$ cat src/rtl/spi_frame_pkg.sv
// --------------------------------------------------
// SPI frame definitions
// 16-bit frame layout, command and parity views,
// op codes and reply status codes
// --------------------------------------------------
`default_nettype none

package spi_frame_pkg;

  localparam int FRAME_W = 16;

  // Command view of a frame, also used for replies
  typedef struct packed {
    logic [1:0] op;
    logic       par;
    logic [4:0] addr;
    logic [7:0] data;
  } frame_cmd_t;

  // Parity view, par bit folded into the payload
  typedef struct packed {
    logic [1:0]         op;
    logic [FRAME_W-3:0] payload;
  } frame_raw_t;

  typedef union packed {
    frame_cmd_t cmd;
    frame_raw_t raw;
  } spi_frame_u;

  // Op codes, value 3 is reserved and acts as a nop
  localparam logic [1:0] OP_NOP   = 2'd0;
  localparam logic [1:0] OP_WRITE = 2'd1;
  localparam logic [1:0] OP_READ  = 2'd2;

  // Reply status, carried in the op field
  localparam logic [1:0] ST_NONE   = 2'd0;
  localparam logic [1:0] ST_WROTE  = 2'd1;
  localparam logic [1:0] ST_READ   = 2'd2;
  localparam logic [1:0] ST_PARITY = 2'd3;

endpackage

`default_nettype wire

$ cat src/rtl/wb_bus_pkg.sv
// --------------------------------------------------
// Wishbone bus definitions
// Address and data widths of the register bus
// --------------------------------------------------
`default_nettype none

package wb_bus_pkg;

  localparam int WB_ADDR_W = 5;
  localparam int WB_DATA_W = 8;

  typedef logic [WB_ADDR_W-1:0] wb_addr_t;
  typedef logic [WB_DATA_W-1:0] wb_data_t;

endpackage

`default_nettype wire

$ cat src/rtl/spi_minion.sv
// --------------------------------------------------
// SPI mode 0 minion
// Shifts frames in on sclk rise and out on sclk fall,
// pushes on cs_n rise and pulls on cs_n fall
// --------------------------------------------------
`timescale 1ns/1ps
`default_nettype none

module spi_minion #(
  parameter int SYNC_STAGES = 2
) (
  input  logic                      clk,
  input  logic                      arst_n,
  input  logic                      sclk,
  input  logic                      cs_n,
  input  logic                      mosi,
  output logic                      miso,
  output logic                      push_en,
  output spi_frame_pkg::spi_frame_u push_frame,
  output logic                      push_parity_ok,
  output logic                      pull_en,
  input  spi_frame_pkg::spi_frame_u reply_frame
);

  import spi_frame_pkg::*;

  logic               cs_level;
  logic               cs_rise;
  logic               cs_fall;
  logic               sclk_rise;
  logic               sclk_fall;
  logic               mosi_level;
  logic               shift_in;
  logic               shift_out;
  logic [FRAME_W-1:0] rx_q;
  logic [FRAME_W-1:0] tx_q;

  // --------------------------------------------------
  // Pin synchronizers
  // --------------------------------------------------
  // cs_n idles high, so its chain starts high
  spi_synchronizer #(.SYNC_STAGES(SYNC_STAGES), .RESET_VAL(1'b1)) u_cs_sync (
    .clk(clk), .arst_n(arst_n), .sig(cs_n),
    .level(cs_level), .rise(cs_rise), .fall(cs_fall)
  );

  spi_synchronizer #(.SYNC_STAGES(SYNC_STAGES), .RESET_VAL(1'b0)) u_sclk_sync (
    .clk(clk), .arst_n(arst_n), .sig(sclk),
    .level(), .rise(sclk_rise), .fall(sclk_fall)
  );

  spi_synchronizer #(.SYNC_STAGES(SYNC_STAGES), .RESET_VAL(1'b0)) u_mosi_sync (
    .clk(clk), .arst_n(arst_n), .sig(mosi),
    .level(mosi_level), .rise(), .fall()
  );

  // --------------------------------------------------
  // Shift registers
  // --------------------------------------------------
  assign shift_in  = ~cs_level & sclk_rise;
  assign shift_out = ~cs_level & sclk_fall;

  always_ff @(posedge clk) begin
    if (shift_in) begin
      rx_q <= {rx_q[FRAME_W-2:0], mosi_level};
    end
  end

  // Reply loads as the frame opens, MSB first on miso
  always_ff @(posedge clk or negedge arst_n) begin
    if (!arst_n) begin
      tx_q <= '0;
    end else if (pull_en) begin
      tx_q <= reply_frame;
    end else if (shift_out) begin
      tx_q <= {tx_q[FRAME_W-2:0], 1'b0};
    end
  end

  assign miso           = tx_q[FRAME_W-1];
  assign push_en        = cs_rise;
  assign pull_en        = cs_fall;
  assign push_frame     = rx_q;
  // Even parity over the payload view
  assign push_parity_ok = ~(^push_frame.raw.payload);

endmodule

`default_nettype wire

$ cat src/rtl/spi_synchronizer.sv
// --------------------------------------------------
// SPI pin synchronizer
// Flop chain plus history flop, gives the level
// and one-cycle rise and fall strobes
// --------------------------------------------------
`timescale 1ns/1ps
`default_nettype none

module spi_synchronizer #(
  parameter int   SYNC_STAGES = 2,
  parameter logic RESET_VAL   = 1'b0
) (
  input  logic clk,
  input  logic arst_n,
  input  logic sig,
  output logic level,
  output logic rise,
  output logic fall
);

  logic [SYNC_STAGES-1:0] chain_q;
  logic                   hist_q;

  always_ff @(posedge clk or negedge arst_n) begin
    if (!arst_n) begin
      chain_q <= {SYNC_STAGES{RESET_VAL}};
      hist_q  <= RESET_VAL;
    end else begin
      chain_q[0] <= sig;
      for (int i = 1; i < SYNC_STAGES; i++) begin
        chain_q[i] <= chain_q[i-1];
      end
      hist_q <= chain_q[SYNC_STAGES-1];
    end
  end

  assign level = chain_q[SYNC_STAGES-1];
  assign rise  = level & ~hist_q;
  assign fall  = ~level & hist_q;

endmodule

`default_nettype wire

$ cat src/rtl/spi_wb_master.sv
// --------------------------------------------------
// SPI command to Wishbone master
// Decodes pushed frames, runs one classic cycle
// and holds the reply for the next frame
// --------------------------------------------------
`timescale 1ns/1ps
`default_nettype none

module spi_wb_master (
  input  logic                      clk,
  input  logic                      arst_n,
  input  logic                      push_en,
  input  spi_frame_pkg::spi_frame_u push_frame,
  input  logic                      push_parity_ok,
  output spi_frame_pkg::spi_frame_u reply_frame,
  output logic                      wb_cyc,
  output logic                      wb_stb,
  output logic                      wb_we,
  output wb_bus_pkg::wb_addr_t      wb_adr,
  output wb_bus_pkg::wb_data_t      wb_dat_w,
  input  logic                      wb_ack,
  input  wb_bus_pkg::wb_data_t      wb_dat_r
);

  import spi_frame_pkg::*;
  import wb_bus_pkg::*;

  typedef enum logic {
    S_IDLE,
    S_BUS
  } state_t;

  state_t     state;
  logic       stb_q;
  spi_frame_u reply_q;
  logic       we_q;
  wb_addr_t   adr_q;
  wb_data_t   dat_q;
  logic       is_rw;
  logic       start;

  assign is_rw = (push_frame.cmd.op == OP_WRITE) || (push_frame.cmd.op == OP_READ);
  // Frames arriving during an open cycle are dropped
  assign start = (state == S_IDLE) && push_en && push_parity_ok && is_rw;

  // --------------------------------------------------
  // Controller and reply register
  // --------------------------------------------------
  always_ff @(posedge clk or negedge arst_n) begin
    if (!arst_n) begin
      state   <= S_IDLE;
      stb_q   <= 1'b0;
      reply_q.cmd <= '{op: ST_NONE, par: 1'b0, addr: '0, data: '0};
    end else begin
      case (state)
        S_IDLE: begin
          if (start) begin
            state <= S_BUS;
            stb_q <= 1'b1;
          end else if (push_en && !push_parity_ok) begin
            reply_q.cmd <= '{op: ST_PARITY, par: 1'b0,
                             addr: push_frame.cmd.addr, data: push_frame.cmd.data};
          end
        end
        S_BUS: begin
          if (wb_ack) begin
            state <= S_IDLE;
            stb_q <= 1'b0;
            reply_q.cmd <= '{op: we_q ? ST_WROTE : ST_READ, par: 1'b0,
                             addr: adr_q, data: we_q ? dat_q : wb_dat_r};
          end
        end
        default: state <= S_IDLE;
      endcase
    end
  end

  // Bus request fields, captured when a cycle opens
  always_ff @(posedge clk) begin
    if (start) begin
      we_q  <= (push_frame.cmd.op == OP_WRITE);
      adr_q <= push_frame.cmd.addr;
      dat_q <= push_frame.cmd.data;
    end
  end

  assign wb_cyc      = (state == S_BUS);
  assign wb_stb      = stb_q;
  assign wb_we       = we_q;
  assign wb_adr      = adr_q;
  assign wb_dat_w    = dat_q;
  assign reply_frame = reply_q;

endmodule

`default_nettype wire

$ cat src/rtl/spi_wb_top.sv
// --------------------------------------------------
// SPI to Wishbone register bridge
// Minion, command master and register file
// --------------------------------------------------
`timescale 1ns/1ps
`default_nettype none

module spi_wb_top #(
  parameter int REG_DEPTH   = 16,
  parameter int SYNC_STAGES = 2
) (
  input  logic clk,
  input  logic arst_n,
  input  logic sclk,
  input  logic cs_n,
  input  logic mosi,
  output logic miso
);

  import spi_frame_pkg::*;
  import wb_bus_pkg::*;

  // Minion to master
  logic       push_en;
  spi_frame_u push_frame;
  logic       push_parity_ok;
  logic       pull_en;
  spi_frame_u reply_frame;

  // Wishbone
  logic     wb_cyc;
  logic     wb_stb;
  logic     wb_we;
  wb_addr_t wb_adr;
  wb_data_t wb_dat_w;
  logic     wb_ack;
  wb_data_t wb_dat_r;

  spi_minion #(.SYNC_STAGES(SYNC_STAGES)) u_minion (
    .clk(clk), .arst_n(arst_n),
    .sclk(sclk), .cs_n(cs_n), .mosi(mosi), .miso(miso),
    .push_en(push_en), .push_frame(push_frame), .push_parity_ok(push_parity_ok),
    .pull_en(pull_en), .reply_frame(reply_frame)
  );

  spi_wb_master u_master (
    .clk(clk), .arst_n(arst_n),
    .push_en(push_en), .push_frame(push_frame), .push_parity_ok(push_parity_ok),
    .reply_frame(reply_frame),
    .wb_cyc(wb_cyc), .wb_stb(wb_stb), .wb_we(wb_we),
    .wb_adr(wb_adr), .wb_dat_w(wb_dat_w),
    .wb_ack(wb_ack), .wb_dat_r(wb_dat_r)
  );

  wb_regfile #(.REG_DEPTH(REG_DEPTH)) u_regfile (
    .clk(clk), .arst_n(arst_n),
    .wb_cyc(wb_cyc), .wb_stb(wb_stb), .wb_we(wb_we),
    .wb_adr(wb_adr), .wb_dat_w(wb_dat_w),
    .wb_ack(wb_ack), .wb_dat_r(wb_dat_r)
  );

endmodule

`default_nettype wire

$ cat src/rtl/wb_regfile.sv
// --------------------------------------------------
// Wishbone classic register file
// REG_DEPTH byte registers, registered ack,
// addresses past the end read as zero
// --------------------------------------------------
`timescale 1ns/1ps
`default_nettype none

module wb_regfile #(
  parameter int REG_DEPTH = 16
) (
  input  logic                 clk,
  input  logic                 arst_n,
  input  logic                 wb_cyc,
  input  logic                 wb_stb,
  input  logic                 wb_we,
  input  wb_bus_pkg::wb_addr_t wb_adr,
  input  wb_bus_pkg::wb_data_t wb_dat_w,
  output logic                 wb_ack,
  output wb_bus_pkg::wb_data_t wb_dat_r
);

  import wb_bus_pkg::*;

  localparam int IDX_W = (REG_DEPTH > 1) ? $clog2(REG_DEPTH) : 1;

  wb_data_t           regs [REG_DEPTH];
  logic               req;
  logic               in_range;
  logic [IDX_W-1:0]   idx;

  // One request per cycle, ack closes it
  assign req      = wb_cyc & wb_stb & ~wb_ack;
  assign in_range = (int'(wb_adr) < REG_DEPTH);
  assign idx      = wb_adr[IDX_W-1:0];

  always_ff @(posedge clk or negedge arst_n) begin
    if (!arst_n) begin
      wb_ack <= 1'b0;
      for (int i = 0; i < REG_DEPTH; i++) begin
        regs[i] <= '0;
      end
    end else begin
      wb_ack <= req;
      if (req && wb_we && in_range) begin
        regs[idx] <= wb_dat_w;
      end
    end
  end

  // Read data lines up with the ack
  always_ff @(posedge clk) begin
    if (req) begin
      wb_dat_r <= in_range ? regs[idx] : '0;
    end
  end

endmodule

`default_nettype wire

$ cat config.mk
export PLATFORM = sky130hd
export DESIGN_NAME = spi_wb_top
export DESIGN_NICKNAME = d
export VERILOG_FILES = /design/src/rtl/spi_frame_pkg.sv /design/src/rtl/wb_bus_pkg.sv /design/src/rtl/spi_minion.sv /design/src/rtl/spi_synchronizer.sv /design/src/rtl/spi_wb_master.sv /design/src/rtl/spi_wb_top.sv /design/src/rtl/wb_regfile.sv
export SDC_FILE = /design/constraint.sdc
export NUM_CORES = 1
export LEC_CHECK = 0
export CAP_MARGIN = 20
export CORE_ASPECT_RATIO = 1.5
export CORE_MARGIN = 3
export CORE_UTILIZATION = 45
export CTS_CLUSTER_SIZE = 8
export DETAILED_ROUTE_END_ITERATION = 7
export DONT_BUFFER_PORTS = 1
export PLACE_DENSITY = 0.62
export SETUP_SLACK_MARGIN = 0.3
export SYNTH_ARGS = -nofsm -noshare
export SYNTH_HDL_FRONTEND = slang
export SYNTH_SLANG_ARGS = --single-unit
$ cat constraint.sdc
create_clock -name clk -period 6.6 [get_ports clk]
set_input_delay 0.99 -clock clk [delete_from_list [all_inputs] [get_ports clk]]
set_output_delay 0.99 -clock clk [all_outputs]
set_load 0.05 [all_outputs]
# == Yosys cells after proc, flatten, opt, wreduce, memory -nomap -nowiden ==
# Index checks and enable logic that the tools add are counted.
# op_classes
n_addsub,0
mul,0
div_mod_pow,0
n_lt_le_gt_ge,3
eq_ne,6
n_shift,0
n_mux,20
bitwise_logic,16
n_reduce_logical,12
# op_table
operator,n
$bwmux 128,1
$mux 16,5
$bmux 8 s4,1
$demux 8 s4,1
$mux 8,4
$pmux 16 s2,1
$reduce_xor 14->1,1
$and 1x1->1,8
$logic_and 1x1->1,7
$not 1->1,7
$ge 5x5->1 const B,1
$lt 5x1->1 const B,1
$lt 5x5->1 const B,1
$not 4->5,1
$mux 1,4
$ne 2x1->1 const B,2
$ne 2x2->1 const B,2
$pmux 1 s2,2
$reduce_and 3->1,1
$eq 2x1->1 const B,1
$eq 2x2->1 const B,1
$mux 2,1
$reduce_and 2->1,1
$reduce_bool 2->1,1
$logic_or 1x1->1,1
# word_totals
register_bits,209
latchBits,0
ram_bits,0
romBits,0
input_bits,5
mem_count,0

# == Depth between registers and ports, before layout ==
# depth
word_depth,7
depth_mapped,6
ltp_nobuf,5

# == Modules after synthesis ==
# Synthesis repeated with hierarchy kept, for this count alone.
# hier_totals
cells_unflattened,627
area_unflattened_um2,9148.8
# by_module_without_submodules
mod,n_inst,cells_per_inst,area_each_um2
wb_regfile,1,422,6231.0
spi_minion,1,98,1345.0
spi_wb_master,1,92,1298.7
spi_synchronizer at u_minion.u_mosi_sync ...,2,5,90.1
spi_synchronizer at u_minion.u_cs_sync,1,5,93.8

# == Worst setup path after synthesis ==
# No wires, ideal clock.
# synth_path
kind,register to register
start,"register u_minion.rx_q[8], in the netlist u_minion.push_frame[8]"
end,"register u_master.adr_q[0], in the netlist u_master.wb_adr[0], enable pin"
setup_time_ns,0.354
arrival_time_ns,2.148
setup_slack_ns,4.098
stages_incl_launch_ff,6
path_cell_list,edfxtp_1 > xor2_1 > xnor3_1 > xnor3_1 > or4_1 > inv_1
# synth_via
elab_chain_cells,4
# synth_lines
item,line_no,rtl
start: declaration,spi_minion.sv:35,logic [FRAME_W-1:0] rx_q;
start signal: assignment,spi_minion.sv:65,"rx_q <= {rx_q[FRAME_W-2:0], mosi_level};"
$reduce_xor 14->1,spi_minion.sv:85,assign push_parity_ok = ~(^push_frame.raw.payload);
$not 1->1,spi_minion.sv:85,
$logic_and 1x1->1 (2 in series),spi_wb_master.sv:44,assign start = (state == S_IDLE) && push_en && push_parity_ok && is_rw;
named net u_master.start,spi_wb_master.sv:40,logic start;
end signal: assignment,spi_wb_master.sv:82,adr_q <= push_frame.cmd.addr;
end: declaration,spi_wb_master.sv:37,wb_addr_t adr_q;
# The timed path passes the listed nets, and every way through them passes these cells.
# A chain may end at the register's enable or synchronous reset.

# == Worst setup path in the final report ==
# layout_path
start,"register u_master.state, in the netlist u_master.wb_cyc"
end,register u_regfile.regs[75] in the netlist's numbering
# layout_via
elab_chain_cells,4
# layout_lines
item,line_no,rtl
start: declaration,spi_wb_master.sv:33,state_t state;
start signal: assignment,spi_wb_master.sv:51,state <= S_IDLE;
start signal: assignment,spi_wb_master.sv:58,state <= S_BUS;
start signal: assignment,spi_wb_master.sv:67,state <= S_IDLE;
$and 1x1->1 (2 in series),wb_regfile.sv:33,assign req = wb_cyc & wb_stb & ~wb_ack;
named net u_regfile.req,wb_regfile.sv:28,logic req;
$logic_and 1x1->1 (2 in series),wb_regfile.sv:45,if (req && wb_we && in_range) begin
end signal: indexed assignment,wb_regfile.sv:46,regs[idx] <= wb_dat_w;
end: declaration,wb_regfile.sv:27,wb_data_t regs [REG_DEPTH];
# The timed path passes the listed nets, and every way through them passes these cells.

==> key figures <==
GRT
  – Global routing usage summed across all routing layers: 18.7%
  – Number of antenna violations at the first check in global routing: 0
  – Via count of the first global-routing pass: 5,536
  – First-pass GRT wire length: 31.1 mm
  – Grt ovf: 0
  – Maximum number of pins on one net before global-route repair: 171

Route
  – Via/cell ratio: 5.81
  – Antenna-violating nets left: 0
  – First-pass DRT Iterations: 4
  – Routed wire per std cell: 22.7 um
  – DR vias: 4,898
  – Number of DRC violations after detailed routing: 0
  – Detailed Route Iter0 Violations: 409
  – Post-detailed-routing wire length: 19.1 mm

Synth
  – Largest cells by area after synthesis: dfrtp_1 (47%), mux2_2 (17%), edfxtp_1 (13%), mux4_2 (8.0%), mux2i_1 (2.6%)
  – Netlist area before placement: 8970 um^2
  – Synth unique cells: 35
  – Post-synthesis net count: 583
  – Count of state elements after synthesis: 208
  – Synth top area share: 46.6%
  – Number of synthesis warnings: 0
  – Sequential cell area fraction in the yosys report: 60.2%
  – Instance count of the mapped netlist: 577
  – Biggest area consumer among synthesized cells: dfrtp_1
  – Average cell area after synthesis: 15.6 um^2

Layout
  – Final std cell area, no fill: 9970 um^2
  – FF/Latch Area: 5400 um^2
  – Final nets: 586
  – Antenna fix cells: 0
  – Final standard cell utilization of the core: 51.4%
  – Area growth from synthesis to layout: 11.1%
  – Share of post-route cells with drive strength above 1: 38.3%
  – Final Non-Filler Cells: 843
  – Area of the multi-input gates: 3430 um^2
  – Fill cell count: 1,573

CTS
  – CTS sink cnt: 208
  – Num CTS Buffers: 29
  – TritonCTS clock tree: built
  – Post-CTS repair timing setup buffer count: 0
  – H-Tree Level Count: 1
  – Number of hold buffers added after CTS: 0
  – Buffer cell driving the clock tree root: clkbuf_16
  – Clock transition time at the flip-flop clock pins of the worst setup and hold paths: 0.05 ns
  – CTS max path bufs: 3
  – Resize count post-CTS: 0
  – Clock latency at the later pin of the worst-skew pair: 0.52 ns

Placed design
  – Minimum setup slack after placement: 3.46 ns
  – HPWL after detailed placement: 12.1 mm
  – I/O Buffers: 0
  – Total cell area at the placement stage: 9210 um^2
  – Gpl congestion: 0.814
  – Placed cell count: 805

STA
  – Final setup fails: 0
  – Final worst setup slack: 3.39 ns
  – Post-Route Setup TNS: 0 ns
  – Shortest period the worst path allows: 3.21 ns
  – Max-slew headroom at the worst pin: 38.1%
  – Number of slew-limit violations in the final report: 0
  – Setup repair after global routing missed its margin: no
  – Slew at the pin closest to its max-slew limit: 0.927 ns
  – Worst-case clock skew: 0.00900 ns
  – Number of failing hold endpoints at the final stage: 0
  – Final period utilization: 48.7%
  – Worst hold slack: 0.169 ns
  – Maximum clock frequency: 311 MHz

Floorplan
  – Placement row count: 62
  – Die width: 121 um
  – DIE HEIGHT: 179 um
  – Floorplan die area: 21,700 um^2
  – Total core area: 19,400 um^2
  – I/O pin count: 6
  – Starting density of the core: 46.3%

Setup path
  – Crit path arrival time: 3.61 ns
  – CP Launch Type: register
  – WP data required: 6.99 ns
  – Cell-by-cell trace of the critical path: and3b_1 > nand2_1 > nor3b_1 > nand2_2 > mux2_2
  – Capturing element type of the critical path: register
  – WS Path Type: reg2reg
  – Critical path peak fanout: 30
  – Slowest-stage cell, CP: dfrtp_1
  – R2R Setup Slk: 3.39 ns
  – Delay of the slowest critical-path stage: 0.90 ns

Power
  – Pwr per Cell Area: 326 nW/um^2
  – Total power draw: 3.25 mW
  – Standby leakage power: 4.40 nW
  – Worst supply voltage drop on vdd: 0.000215 V

Worst hold path
  – Worst min-delay path class: in2async

Status
  – Result of the run: complete, no violations

Flow run
  – Max_cap viols: 0
final timing paths:
check	cells after the start	endpoint	startpoint
worst max-delay path	5	u_regfile.regs[75]	u_master.wb_cyc
worst min-delay path	0	u_minion.u_sclk_sync.chain_q[1]	arst_n
worst max register to register	5	u_regfile.regs[75]	u_master.wb_cyc
worst min register to register	0	u_minion.u_mosi_sync.chain_q[1]	u_minion.u_mosi_sync.chain_q[0]
max in group asynchronous	0	u_regfile.regs[116]	arst_n
min in group clk	0	u_minion.u_mosi_sync.chain_q[1]	u_minion.u_mosi_sync.chain_q[0]
critical path, delay by kind of cell (launching register included):
| kind | cells | cell delay (ns) |
|---|---|---|
| DFF | 1 | 0.90 |
| muxes | 1 | 0.35 |
| and+or+nand+nor | 4 | 1.82 |
cells in the final DEF (no fill, tap or decap), types with 8 or more instances in the layout:
cell,n
dfrtp_1,167
mux2_2,136
edfxtp_1,38
mux4_2,32
clkbuf_16,29
nand2_1,26
mux2i_1,23
a22oi_1,18
o21ai_0,18
a21oi_1,17
nor2_1,14
mux2_4,10
clkbuf_1,9
xnor2_1,8
Yosys cell counts:
cell type  number
a22o_2          1
buf_2           4
nor3b_1         4
dfstp_2         3
nand2_2         4
nand4_1         1
nor3_1          1
mux2i_1        23
a22oi_1        18
dfrtp_1       167
or4_1           1
xor2_1          1
nor3b_2         2
and2_1          1
nor2_1         14
a21oi_1        17
clkbuf_1       27
mux2_4         10
nand3b_1        1
mux4_2         32
ha_1            1
nor2b_1         4
o21ai_0        18
or2b_1          1
nor3_2          1
nand2b_1        3
nand2_1        26
edfxtp_1       38
inv_1           4
xnor2_1         8
xnor3_1         2
and3b_1         1
mux2_2        136
buf_6           1
buf_1           1
metal layers:
| metal | wire length, um | global-route usage, % | vias up |
|---|---|---|---|
| met5 | 0 | 0 | - |
| met4 | 809 | 8.64 | 0 |
| met3 | 666 | 3.00 | 49 |
| met2 | 10200 | 33.4 | 100 |
| met1 | 7480 | 22.0 | 2620 |
| li1 | - | - | 2129 |
report_power, final:
group          internal [mW]  switching, mW  leakage [nW]  total (mW)
clock                  0.782          0.498         0.368        1.28
sequential              1.49          0.133          2.62        1.62
combinational          0.212          0.136          1.42       0.348
sequential cells by signal, indices dropped and copies added, names as in the netlist:
signal and flops:
u_regfile.wb_ack 1, u_minion.u_sclk_sync.hist_q 1, u_master.wb_adr 5, u_master.reply_frame 15, u_master.wb_stb 1, u_regfile.regs 128, u_master.wb_cyc 1, u_master.wb_we 1
u_minion.u_cs_sync.chain_q 2, u_master.wb_dat_w 8, u_minion.u_sclk_sync.chain_q 2, u_minion.u_mosi_sync.chain_q 2, u_minion.tx_q 16, u_minion.push_frame 16, u_minion.u_cs_sync.hist_q 1, u_regfile.wb_dat_r 8
cell type report:
class,count,share of cell area (%)
sequential,208,54.2
clock buffer,38,7.62
inverter,4,0.151
tap,256,3.21
multi-input combinational,332,34.4
timing repair buffer,5,0.414
cell families (layout without fill, tap and decap cells):
family | after synthesis | in the layout | share of synthesized area, %
DFF | 208 | 208 | 60.2
xor gates and xnor gates | 11 | 11 | 1.38
muxes | 201 | 201 | 29.3
buffers and inverters | 37 | 47 | 1.69
and+or+nand+nor | 65 | 65 | 3.71
adders and majority gates | 1 | 1 | 0.139
AOI/OAI and AO/OA | 54 | 54 | 3.57
Note: power is estimated with default switching activity, not from simulation.
